[src/pdp8_pkg.sv]
package pdp8_pkg;

    localparam int WORD_W    = 12;                      // Machine word
    localparam int ADDR_W    = 15;                      // Field plus 12-bit address
    localparam int MEM_WORDS = 32768;                   // Eight fields of 4K

    localparam logic [0:WORD_W-1] NOP_WORD = 12'o7000;  // Instruction after reset

    // Every processor cycle runs x0, xW, x1, x2, x3
    typedef enum logic [4:0] {
        F0,
        FW,
        F1,
        F2,
        F3,
        D0,
        DW,
        D1,
        D2,
        D3,
        E0,
        EW,
        E1,
        E2,
        E3,
        H0,
        HW,
        H1,
        H2,
        H3,
        DB0,                                            // Data break, three clocks
        DB1,
        DB2
    } major_state_t;

    typedef enum logic [2:0] {
        AND,                                            // 0xxx
        TAD,
        ISZ,
        DCA,
        JMS,
        JMP,
        IOT,
        OPR                                             // 7xxx
    } opcode_t;

endpackage

[src/dma_channel.sv]
`timescale 1ns/10ps

module dma_channel (
    input  logic                        clk,
    input  logic                        reset,
    input  pdp8_pkg::major_state_t      state,
    input  logic                        data_break,
    input  logic                        dma_start,
    input  logic                        dma_dir,
    input  logic [0:pdp8_pkg::ADDR_W-1] dma_start_addr,
    input  logic [0:pdp8_pkg::WORD_W-1] disk_word,
    input  logic [0:pdp8_pkg::WORD_W-1] mem_rdata,
    output logic                        dma_req,
    output logic [0:pdp8_pkg::ADDR_W-1] dma_addr,
    output logic [0:pdp8_pkg::WORD_W-1] dma_wdata,
    output logic                        dma_we,
    output logic [0:pdp8_pkg::WORD_W-1] mem2disk,
    output logic                        dma_done
);

    logic to_disk;                                      // High for memory to disk
    logic accept;

    assign accept = dma_start & ~dma_req;               // Starts while busy are dropped
    assign dma_we = data_break & (state == pdp8_pkg::DB1) & ~to_disk;

    always_ff @(posedge clk) begin
        if (reset) begin
            dma_req  <= 1'b0;
            dma_done <= 1'b0;
        end else begin
            dma_done <= 1'b0;
            if (accept) begin
                dma_req <= 1'b1;
            end
            if (data_break && state == pdp8_pkg::DB1) begin
                dma_done <= 1'b1;                       // High through DB2
            end
            if (state == pdp8_pkg::DB2) begin
                dma_req <= 1'b0;
            end
        end
    end

    always_ff @(posedge clk) begin
        if (accept) begin
            dma_addr  <= dma_start_addr;
            to_disk   <= dma_dir;
            dma_wdata <= disk_word;
        end
        // Read was addressed from F0, so the word is ready as DB2 begins
        if (data_break && state == pdp8_pkg::DB1 && to_disk) begin
            mem2disk <= mem_rdata;
        end
    end

endmodule

[config.mk]
export PLATFORM = sky130hd
export DESIGN_NAME = dma_channel
export DESIGN_NICKNAME = d
export VERILOG_FILES = /design/src/pdp8_pkg.sv /design/src/dma_channel.sv
export SDC_FILE = /design/constraint.sdc
export NUM_CORES = 1
export LEC_CHECK = 0
export BUFFER_PORTS_ARGS = -buffer_cell sky130_fd_sc_hd__buf_2
export CAP_MARGIN = 30
export CORE_MARGIN = 5
export CORE_UTILIZATION = 36
export CTS_CLUSTER_SIZE = 16
export DETAILED_ROUTE_END_ITERATION = 12
export PLACE_DENSITY_LB_ADDON = 0.05
export SYNTH_ARGS = -nofsm -noshare
export SYNTH_HDL_FRONTEND = slang
export SYNTH_SLANG_ARGS = --single-unit
[constraint.sdc]
create_clock -name clk -period 1.98 [get_ports clk]
set_input_delay 0.198 -clock clk [delete_from_list [all_inputs] [get_ports clk]]
set_output_delay 0.198 -clock clk [all_outputs]
set_load 0.005 [all_outputs]
==> results of run 1 <==
==> registers in the layout, indices dropped and copies added, names as in the netlist <==
name	flops
dma_wdata	12
dma_addr	15
to_disk	1
mem2disk	12
dma_done	1
dma_req	1
==> per-stage QoR <==
stage	util, %	cells	hold WS [ns]	cell area, um^2	worst slack [ns]
after floorplan	-	52	0.277	1320	0.311
after global placement	51.1	192	0.376	1840	0.831
after detailed placement	51.1	192	0.376	1840	0.815
after CTS	54.1	200	0.0727	1950	0.739
after global routing	54.1	200	0.0610	1950	0.685
final	54.1	200	0.0837	1950	0.763
==> metal layers <==
metal | global-route usage [%] | vias up | share of wire, %
li1 | - | 400 | -
met1 | 11.6 | 371 | 36
met2 | 18.6 | 54 | 49
met3 | 7.05 | 6 | 13
met4 | 5.11 | 0 | 1.7
met5 | 0 | - | 0
==> kinds of logic (layout without fill, tap and decap cells) <==
kind of cell / Yosys count / after routing / share of synthesized area (%)
AND/OR/NAND/NOR: 7 / 7 / 4.28
flip-flops: 42 / 42 / 94.3
buffers and inverters: 2 / 102 / 0.571
AO/OA/AOI/OAI: 1 / 1 / 0.855
==> critical path: stages (launching register included) <==
cell and delay, ns:
edfxtp_1 0.39, nor3_1 0.20, buf_2 0.14
==> cell usage in the layout (no fill, tap or decap), drive strengths merged, types with 2 or more instances in the layout <==
master / instances
buf: 92
edfxtp: 40
clkbuf: 7
nor3: 3
inv: 2
dfxtp: 2
nand3b: 2
==> how the worst min path moves through the flow <==
stage	cells past startpoint	slack, ns	to
6_report	1	0.08	dma_addr[3]
5_1_grt	1	0.06	dma_addr[12]
4_1_cts	1	0.07	dma_addr[6]
3_5_place_dp	1	0.38	dma_addr[7]
3_3_place_gp	1	0.38	to_disk
2_1_floorplan	1	0.28	dma_done
==> final cells by class <==
type                    instances  area share, %
well taps                      48           3.08
inverters                       2          0.385
multi-input cells               8           3.59
repair buffers                 92           23.9
flip-flops and latches         42           63.6
clock buffers                   7           3.91
clock inverters                 1           1.54
==> power groups by stage <==
stage / Sequential [uW] / Combinational [uW] / Clock, uW
floorplan: 1050 / 18.9 / 0
global route: 1030 / 122 / 697
CTS: 1020 / 114 / 652
global placement: 1040 / 112 / 0
finish: 1020 / 110 / 632
detailed placement: 1040 / 114 / 0
==> summary.txt, run 1 <==
Clock tree
  • Clock slew at reported path FFs: approximately 0.070 ns
  • CTS tree: built
  • Cts bufs inserted: 5
  • H-tree level count: 2
  • # Post-CTS Setup Buffers: 0
  • CTS Hold Bufs: 0
  • Clock latency at the later pin of the worst-skew pair: 0.28 ns
  • CTS resizes: 0
  • Clk sinks: 42
  • CTS Buffer Depth: 2
  • Clock root cell: clkbuf_8

Die
  • Die Width: 70.5 um
  • Std cell rows: 22
  • Core ar.: 0.00361 mm^2
  • Initial Utilization: a little over a third
  • Ports: between 90 and 100
  • Die Y-Extent: about 70 um
  • Die area: 0.00497 mm^2

Worst setup path
  • Worst Reg2Reg Path Length in Cells: 2
  • Worst Setup SP: to_disk
  • Crit start category: register
  • Critical path arrival: 1.02 ns
  • Worst r2r src: dma_req
  • CP endpoint kind: output port
  • CP Max Fanout: 2
  • Reg-to-reg endpoint: dma_wdata[9]
  • Critical Path RT: roughly 1.8 ns
  • Flop-to-flop setup slack: a little under 0.9 ns
  • CP endpoint: dma_we
  • Setup CP Type: reg2out

Worst hold path
  • Worst min-delay path category: in2reg
  • Min-delay src: dma_start_addr[3]

Timing
  • Final TNS setup: 0 ns
  • Fmax: about 0.82 GHz
  • Final hold violation count: 0
  • Fin crit share: approximately three fifths
  • Clk_skew: roughly 0.0044 ns
  • Measured slew at the worst slew-check pin: approximately 0.34 ns
  • RSZ-0062 raised after global routing: false
  • Worst slew margin: between 70% and 80%
  • Minimum clock period after layout: 1.22 ns
  • Final setup violation count: 0
  • Max Slew Vio Count: 0

Synth
  • Sequential-to-total area share from yosys stat: approximately 94%
  • Most used DFF post-synth: edfxtp_1
  • Synthesized cell area: 0.00132 mm^2
  • Cell count after synthesis: 52
  • Syn Area/Cell: about 25 um^2
  • Synth cell types: 9
  • Post-synth EDFFs: 40
  • Net Count, Synth: 101
  • Main area contributors after synthesis: edfxtp_1, dfxtp_1, nand3b_4, nor3_1, o221a_1
  • Synthesized flop and latch total: 42
  • Synth warn: 0
  • Most frequent cell after synthesis: edfxtp_1
  • Cell taking the most area after synthesis: edfxtp_1
  • Synth top cells by count: edfxtp_1, nor3_1, dfxtp_1, inv_1
  • Ys async rst share: 0%
  • Synth top area share: 91.3%

Placed design
  • GP Congestion: 0.792
  • Port Buffers: 90
  • Final HPWL DP: 2.26 mm

Power and ir drop
  • Internal: ~1500 uW
  • NetSw: around 310 uW
  • Maximum VDD drop: approximately 0.0006 V
  • Cell Pwr Density: 905 mW/mm^2
  • Final Power: 1760 uW
  • Sequential Power Share: approximately 58%
  • Switching Share: 17.7%
  • Combinational power share: slightly above 6%
  • Clk pwr share: between 30% and 40%
  • Leak: 0.000850 uW

Layout
  • Inserted Diodes: 0
  • Seq. cell area: roughly 0.0012 mm^2
  • Layout cells sized above 1: roughly two thirds
  • Final #Nets: 200
  • P&R area growth vs syn: 48.2%
  • Multi-input logic area: approximately 70 um^2
  • Fillers: between 300 and 400

Routing
  • Vias per inst: ~4.2
  • Routed Antenna Nets: 0
  • DRC Markers: 0
  • Wire per inst: 13.8 um
  • Initial drt markers: 21
  • Detailed Routing Iterations Pass 1: 2
  • Final wirelength: approximately 2.8 mm
  • Total number of vias: between 800 and 900

Global route
  • First-pass GRT wire length: roughly 4.2 mm
  • Global route total overflow: 0
  • GRT Overall Usage: between 10% and 20%
  • Initial antenna violation count: 0
  • Largest net degree at the start of global routing: 29
  • Number of global-route vias before repair: 914

Outcome
  • Status: completed

Flow run
  • # Max-Cap Violations: 0
Note: power is estimated with default switching activity, not from simulation.
==> run 2: changes to the inputs <==
--- a/config.mk
+++ b/config.mk
@@ -5,10 +5,11 @@
 export SDC_FILE = /design/constraint.sdc
 export NUM_CORES = 1
 export LEC_CHECK = 0
+export ABC_AREA = 1
 export BUFFER_PORTS_ARGS = -buffer_cell sky130_fd_sc_hd__buf_2
 export CAP_MARGIN = 30
 export CORE_MARGIN = 5
-export CORE_UTILIZATION = 36
+export CORE_UTILIZATION = 40
 export CTS_CLUSTER_SIZE = 16
 export DETAILED_ROUTE_END_ITERATION = 12
 export PLACE_DENSITY_LB_ADDON = 0.05
==> constraint.sdc (replaced) <==
create_clock -name clk -period 1.2 [get_ports clk]
set_input_delay 0.12 -clock clk [delete_from_list [all_inputs] [get_ports clk]]
set_output_delay 0.12 -clock clk [all_outputs]
set_load 0.005 [all_outputs]
==> run 2 against run 1 <==
  * Sequential share of layout area down 11 points
  * Critical path type unchanged
  * Design area up 22%
  * Worst hold slack worse by 0.016 ns
  * Final cell count up 25%
  * Largest cell class unchanged
  * Critical endpoint unchanged
  * Synthesized cell count up 19%
  * Non-clock buffer count up 41
==> summary.txt, run 2 <==
Outcome
  • Status: completed

Synth
  • Post-synth EDFFs: 40 (unchanged)
  • Cell taking the most area after synthesis: edfxtp_1
  • Ys async rst share: 0% (unchanged)
  • Most frequent cell after synthesis: edfxtp_1
  • Main area contributors after synthesis: edfxtp_1, dfxtp_1, inv_1, nor2_1, nor2_2
  • Most used DFF post-synth: edfxtp_1
  • Syn Area/Cell: 21.5 um^2 (-15%)
  • Net Count, Synth: 111 (+9.9%)
  • Synthesized flop and latch total: 42 (unchanged)
  • Cell count after synthesis: 62 (+19%)
  • Synth cell types: 9 (unchanged)
  • Synth warn: 0 (unchanged)
  • Synth top area share: 90.1% (-1.1 points)
  • Sequential-to-total area share from yosys stat: 93.1% (-1.2 points)
  • Synthesized cell area: 0.00133 mm^2 (+1.2%)
  • Synth top cells by count: edfxtp_1, inv_1, nor2_1

Die
  • Std cell rows: 21 (-4.5%)
  • Core ar.: 0.00328 mm^2 (-8.9%)
  • Die Width: 67.7 um (-3.9%)
  • Die Y-Extent: 67.7 um (-3.9%)
  • Initial Utilization: 40.6% (+4.1 points)
  • Die area: 0.00459 mm^2 (-7.7%)
  • Ports: 91 (unchanged)

Clock tree
  • Clock latency at the later pin of the worst-skew pair: 0.33 ns (+0.05 ns)
  • CTS Buffer Depth: 2 (unchanged)
  • H-tree level count: 2 (unchanged)
  • CTS resizes: 0 (unchanged)
  • Clk sinks: 42 (unchanged)
  • Cts bufs inserted: 5 (unchanged)
  • CTS tree: built
  • Clock slew at reported path FFs: 0.10 ns (+0.03 ns)
  • Clock root cell: clkbuf_4

Global route
  • Largest net degree at the start of global routing: 29 (unchanged)
  • GRT Overall Usage: 14.1% (+2.6 points)
  • Number of global-route vias before repair: 1023 (+12%)
  • First-pass GRT wire length: 4.44 mm (+5.6%)
  • Initial antenna violation count: 0 (unchanged)
  • Global route total overflow: 0 (unchanged)

Layout
  • Final #Nets: 251 (+26%)
  • Layout cells sized above 1: 50.7% (-15 points)
  • Most common cell after layout, fill and taps aside: buf_2
  • Inserted Diodes: 0 (unchanged)
  • P&R area growth vs syn: 78.3%
  • Fillers: 228 (-29%)
  • Max FFs per register: 15 (unchanged)
  • Most frequent cells in the layout: buf_2, dlygate4sd3_1, edfxtp_1, inv_1, clkbuf_4
  • Regs by FF count: dma_addr (15), dma_wdata (12), mem2disk (12)
  • Biggest register: dma_addr

Routing
  • Routed Antenna Nets: 0 (unchanged)
  • Detailed Routing Iterations Pass 1: 4 (+2)
  • DRC Markers: 0 (unchanged)
  • Total number of vias: 1021 (+23%)
  • Vias per inst: 4.10 (-1.3%)
  • Final wirelength: 3.05 mm (+11%)
  • Wire per inst: 12.2 um (-11%)
  • Initial drt markers: 37 (+76%)

Power and ir drop
  • Internal: 2310 uW (+59%)
  • Leak: 0.00104 uW (+23%)
  • Switching Share: 18.6% (+0.84 points)
  • Maximum VDD drop: 0.000835 V (+38%)
  • Sequential Power Share: 59.6% (+1.6 points)
  • NetSw: 526 uW (+68%)
  • Cell Pwr Density: 1190 mW/mm^2 (+32%)
  • Combinational power share: 10.5% (+4.3 points)
  • Clk pwr share: 29.9% (-5.9 points)

Timing
  • Final setup violation count: 0 (unchanged)
  • Minimum clock period after layout: 1.09 ns
  • Fmax: between 0.9 and 1 GHz
  • Max Slew Vio Count: 0 (unchanged)
  • Clk_skew: 0.00763 ns (+0.00321 ns)
  • Final TNS setup: 0 ns (unchanged)
  • RSZ-0062 raised after global routing: false
  • Worst slew margin: 88.8% (+12 points)
  • Final WS setup: 0.109 ns (-0.654 ns)
  • Final hold violation count: 0 (unchanged)
  • Measured slew at the worst slew-check pin: 0.168 ns (-0.176 ns)
  • Fin crit share: around 90%

Worst hold path
  • Hold Path End: dma_req
  • Worst min-delay path category: in2reg
  • Cell depth of the worst hold path: 3 (+2)
  • Min-delay src: dma_start

Placed design
  • Port Buffers: 90 (unchanged)
  • GP Congestion: 0.674 (-15%)
  • Post-place setup slack: 0.159 ns (-0.656 ns)

Worst setup path
  • CP endpoint kind: output port
  • Worst r2r src: to_disk
  • Flop-to-flop setup slack: 0.21 ns (-0.66 ns)
  • Reg-to-reg endpoint: mem2disk[0]
  • Critical Path RT: 1.08 ns (-0.70 ns)
  • Critical path arrival: 0.97 ns (-0.05 ns)
  • Setup CP Type: reg2out
  • Crit path max-delay cell type: edfxtp_1
  • Worst Reg2Reg Path Length in Cells: 3 (+1)
  • CP Max Fanout: 2 (unchanged)
  • Worst Setup SP: to_disk
  • Crit start category: register
  • Crit path cell chain: nor2_1 > buf_2
  • Worst path max stage delay: 0.41 ns (+0.02 ns)

Flow run
  • # Max-Cap Violations: 0 (unchanged)
[run 2: cells by family after synthesis]
kind of cell / Yosys count / synth area share [%]
simple gates: 12 / 4.32
flops: 42 / 93.1
compound gates: 1 / 0.564
buf+inv: 7 / 1.97
[run 2: how the worst max path moves through the flow]
stage / to / slack (ns) / cells after the start
2_1_floorplan: dma_addr[0] / 0.01 / 1
3_3_place_gp: mem2disk[9] / 0.19 / 5
3_5_place_dp: mem2disk[9] / 0.16 / 5
4_1_cts: dma_we / 0.08 / 2
5_1_grt: dma_we / 0.03 / 2
6_report: dma_we / 0.11 / 2
[run 2: layout make-up]
class	count	area (um^2)	share of cell area [%]
Inverter	7	26.3	1.11
Clock inverter	1	30.0	1.26
Tap cell	46	57.6	2.42
Clock buffer	7	45.0	1.90
Multi-Input combinational cell	13	75.1	3.16
Sequential cell	42	1240	52.2
Timing Repair Buffer	133	901	37.9
[run 2: power groups by stage]
stage / clock network, uW / registers, uW / logic [uW]
3_5_place_dp: 0 / 1720 / 196
6_report: 848 / 1690 / 297
4_1_cts: 883 / 1690 / 299
2_1_floorplan: 0 / 1730 / 35.3
3_3_place_gp: 0 / 1720 / 190
5_1_grt: 954 / 1690 / 326
[run 2: layer usage]
layer	GRT usage (%)	up-vias	share of wire [%]
li1	-	506	-
met1	13.4	452	34
met2	25.2	57	51
met3	6.99	6	13
met4	6.08	0	1.6
met5	0	-	0
[run 2: what timing repair did]
| item | 4_1_cts | 5_1_grt |
|---|---|---|
| hold endpoints to repair | 41 | 0 |
| hold buffers | 41 | 0 |
| setup buffers | 0 | 0 |
| setup endpoints to repair | 0 | 0 |
[run 2: stage by stage]
step           cells  util [%]  total power [uW]  area (um^2)  hold WS, ns
4_1_cts          249      72.3              2870         2380       0.0496
3_3_place_gp     200      57.6              1910         1890        0.297
6_report         249      72.3              2830         2380       0.0679
5_1_grt          249      72.3              2970         2380       0.0761
2_1_floorplan     62         -              1770         1340        0.192
3_5_place_dp     200      57.6              1920         1890        0.298
[run 2: worst max-delay path, delay by kind of cell (launching register included)]
kind	cells	cell delay (ns)
and+or+nand+nor	1	0.11
buffers and inverters	1	0.12
DFF	1	0.41
==> run 3: changes to the inputs <==
--- a/config.mk
+++ b/config.mk
@@ -12,7 +12,7 @@
 export CORE_UTILIZATION = 40
 export CTS_CLUSTER_SIZE = 16
 export DETAILED_ROUTE_END_ITERATION = 12
-export PLACE_DENSITY_LB_ADDON = 0.05
+export PLACE_DENSITY = 0.81
 export SYNTH_ARGS = -nofsm -noshare
 export SYNTH_HDL_FRONTEND = slang
 export SYNTH_SLANG_ARGS = --single-unit
==> constraint.sdc (replaced) <==
create_clock -name clk -period 1.2 [get_ports clk]
set_input_delay 0.24 -clock clk [delete_from_list [all_inputs] [get_ports clk]]
set_output_delay 0.24 -clock clk [all_outputs]
set_load 0.005 [all_outputs]
==> run 3 against run 2 <==
  * The flow now finishes with violations (negative setup slack)
  * Clock power increased by 2%
  * Design area is 17% lower
  * Power decreased by 3.1%
  * Final cell count down 16%
  * Flip-flop and latch count is the same
  * Critical endpoint unchanged
  * Largest cell class unchanged
==> summary.txt, run 3 (same netlist as run 2, synthesis figures left out) <==
Clock tree
  • Clk sinks: 42 (unchanged)
  • H-tree level count: 2 (unchanged)
  • Clock root cell: clkbuf_4
  • CTS tree: built
  • Clock slew at reported path FFs: 0.11 ns (about the same)
  • CTS Buffer Depth: 2 (unchanged)
  • Clock latency at the later pin of the worst-skew pair: 0.34 ns (about the same)
  • Cts bufs inserted: 5 (unchanged)
  • CTS Hold Bufs: 0 (-100%)

Placed design
  • Area after DPL: 0.00189 mm^2 (unchanged)
  • GP Congestion: 0.679 (+0.80%)
  • Port Buffers: 90 (unchanged)
  • Final HPWL DP: ~2.2 mm

Timing
  • Clk_skew: 0.00456 ns (-0.00307 ns)
  • Final setup violation count: 1 (+1)
  • Max Slew Vio Count: 0 (unchanged)
  • Final TNS setup: -0.00663 ns (-0.00663 ns)
  • WHS: 0.0539 ns (-0.0141 ns)
  • Final WS setup: -0.00663 ns (-0.116 ns)
  • RSZ-0062 raised after global routing: true
  • Minimum clock period after layout: 1.21 ns (+0.116 ns)
  • Worst slew margin: 90.7% (+1.9 points)
  • Fmax: 0.829 GHz (-9.6%)
  • Final hold violation count: 0 (unchanged)
  • Fin crit share: 101% (+9.6 points)
  • Measured slew at the worst slew-check pin: 0.140 ns (-0.0278 ns)

Outcome
  • Status: finished with violations
  • Failing checks: negative setup slack

Power and ir drop
  • Switching Share: 19.2% (+0.61 points)
  • Maximum VDD drop: 0.000800 V (-4.2%)
  • Cell Pwr Density: 1390 mW/mm^2 (+17%)
  • Combinational power share: 7.0% (-3.5 points)
  • Sequential Power Share: 61.5% (+1.9 points)
  • Clk pwr share: 31.4% (+1.5 points)
  • NetSw: 527 uW (about the same)
  • Leak: 0.000870 uW (-17%)
  • Internal: 2220 uW (-3.9%)

Worst setup path
  • Worst r2r src: to_disk
  • Critical Path RT: 0.96 ns (-0.12 ns)
  • Crit start category: register
  • Flop-to-flop setup slack: 0.21 ns (about the same)
  • Setup CP Type: reg2out
  • Reg-to-reg endpoint: mem2disk[3]
  • CP endpoint kind: output port
  • Critical path arrival: 0.97 ns (about the same)
  • Worst Reg2Reg Path Length in Cells: 3 (unchanged)
  • CP Max Fanout: 2 (unchanged)

Layout
  • Max FFs per register: 15 (unchanged)
  • Biggest register: dma_addr
  • Inserted Diodes: 0 (unchanged)
  • Layout cells sized above 1: 64.8% (+14 points)
  • Final #Nets: 210 (-16%)
  • Regs by FF count: dma_addr (15), dma_wdata (12), mem2disk (12)
  • Most frequent cells in the layout: buf_2, edfxtp_1, inv_1, clkbuf_4, nor2_1
  • Most common cell after layout, fill and taps aside: buf_2
  • Fillers: 252 (+11%)
  • Fin util: 60.0% (-12 points)
  • Cell area after layout: 0.00197 mm^2 (-17%)
  • P&R area growth vs syn: 47.9%

Global route
  • GRT Overall Usage: 11.5% (-2.6 points)
  • Largest net degree at the start of global routing: 28 (-3.4%)
  • Global route total overflow: 0 (unchanged)
  • First-pass GRT wire length: 3.65 mm (-18%)
  • Number of global-route vias before repair: 837 (-18%)
  • Initial antenna violation count: 0 (unchanged)

Routing
  • Routed Antenna Nets: 0 (unchanged)
  • Detailed Routing Iterations Pass 1: 2 (-2)
  • DRC Markers: 0 (unchanged)
  • Vias per inst: 4.15 (+1.2%)
  • Final wirelength: 2.70 mm (-11%)
  • Initial drt markers: 17 (-54%)
  • Total number of vias: 863 (-15%)
  • Wire per inst: 13.0 um (+6.1%)

Worst hold path
  • Min-delay src: reset
  • Cell depth of the worst hold path: 2 (-1)
  • Worst min-delay path category: in2reg
  • Hold Path End: dma_done

Die
  • Die area: 0.00459 mm^2 (unchanged)
  • Die Width: 67.7 um (unchanged)
  • Die Y-Extent: 67.7 um (unchanged)
  • Core ar.: 0.00328 mm^2 (unchanged)
  • Ports: 91 (unchanged)
  • Std cell rows: 21 (unchanged)
  • Initial Utilization: 40.6% (unchanged)

Flow run
  • # Max-Cap Violations: 0 (unchanged)
-- run 3: worst max-delay path, stage by stage, from the launching register on --
cell      delay [ns]
edfxtp_1        0.41
nor2_1          0.10
buf_2           0.12
-- run 3: layout make-up --
cell class | instances | area [um^2] | share of cell area, %
inverters | 7 | 26.3 | 1.33
clock buffers | 6 | 41.3 | 2.10
clock inverters | 2 | 37.5 | 1.90
flip-flops and latches | 42 | 1240 | 63.0
repair buffers | 92 | 490 | 24.9
well taps | 46 | 57.6 | 2.92
multi-input cells | 13 | 75.1 | 3.81
-- run 3: layer usage --
metal,GRT usage (%),wire (um)
met5,0,0
met4,6.08,55
met3,4.66,285
met2,20.8,1510
met1,10.9,848
-- run 3: per-stage QoR --
stage	std cells	power (uW)	setup slack, ns
6_report	208	2750	-0.00663
3_3_place_gp	200	1910	0.0687
4_1_cts	208	2780	-0.0320
5_1_grt	208	2860	-0.102
2_1_floorplan	62	1770	0.0102
3_5_place_dp	200	1920	0.0439
-- run 3: power groups by stage --
stage,logic (uW),clock network [uW],registers (uW)
final,193,863,1690
after global routing,213,948,1700
after CTS,197,894,1690
after detailed placement,197,0,1720
after global placement,189,0,1720
after floorplan,35.3,0,1730
-- run 3: worst max-delay path by stage --
stage / startpoint / to
final: to_disk / dma_we
after global routing: to_disk / dma_we
after CTS: to_disk / dma_we
after detailed placement: state[1] / mem2disk[5]
after global placement: state[1] / mem2disk[6]
after floorplan: dma_req / dma_addr[0]
-- run 3: repair_timing --
item                                    CTS  global route
endpoints found under the setup margin    1             2
pin swaps                                 1             0
resized for setup                         0             1
buffers inserted                          0             0
hold endpoints to repair                  0             0
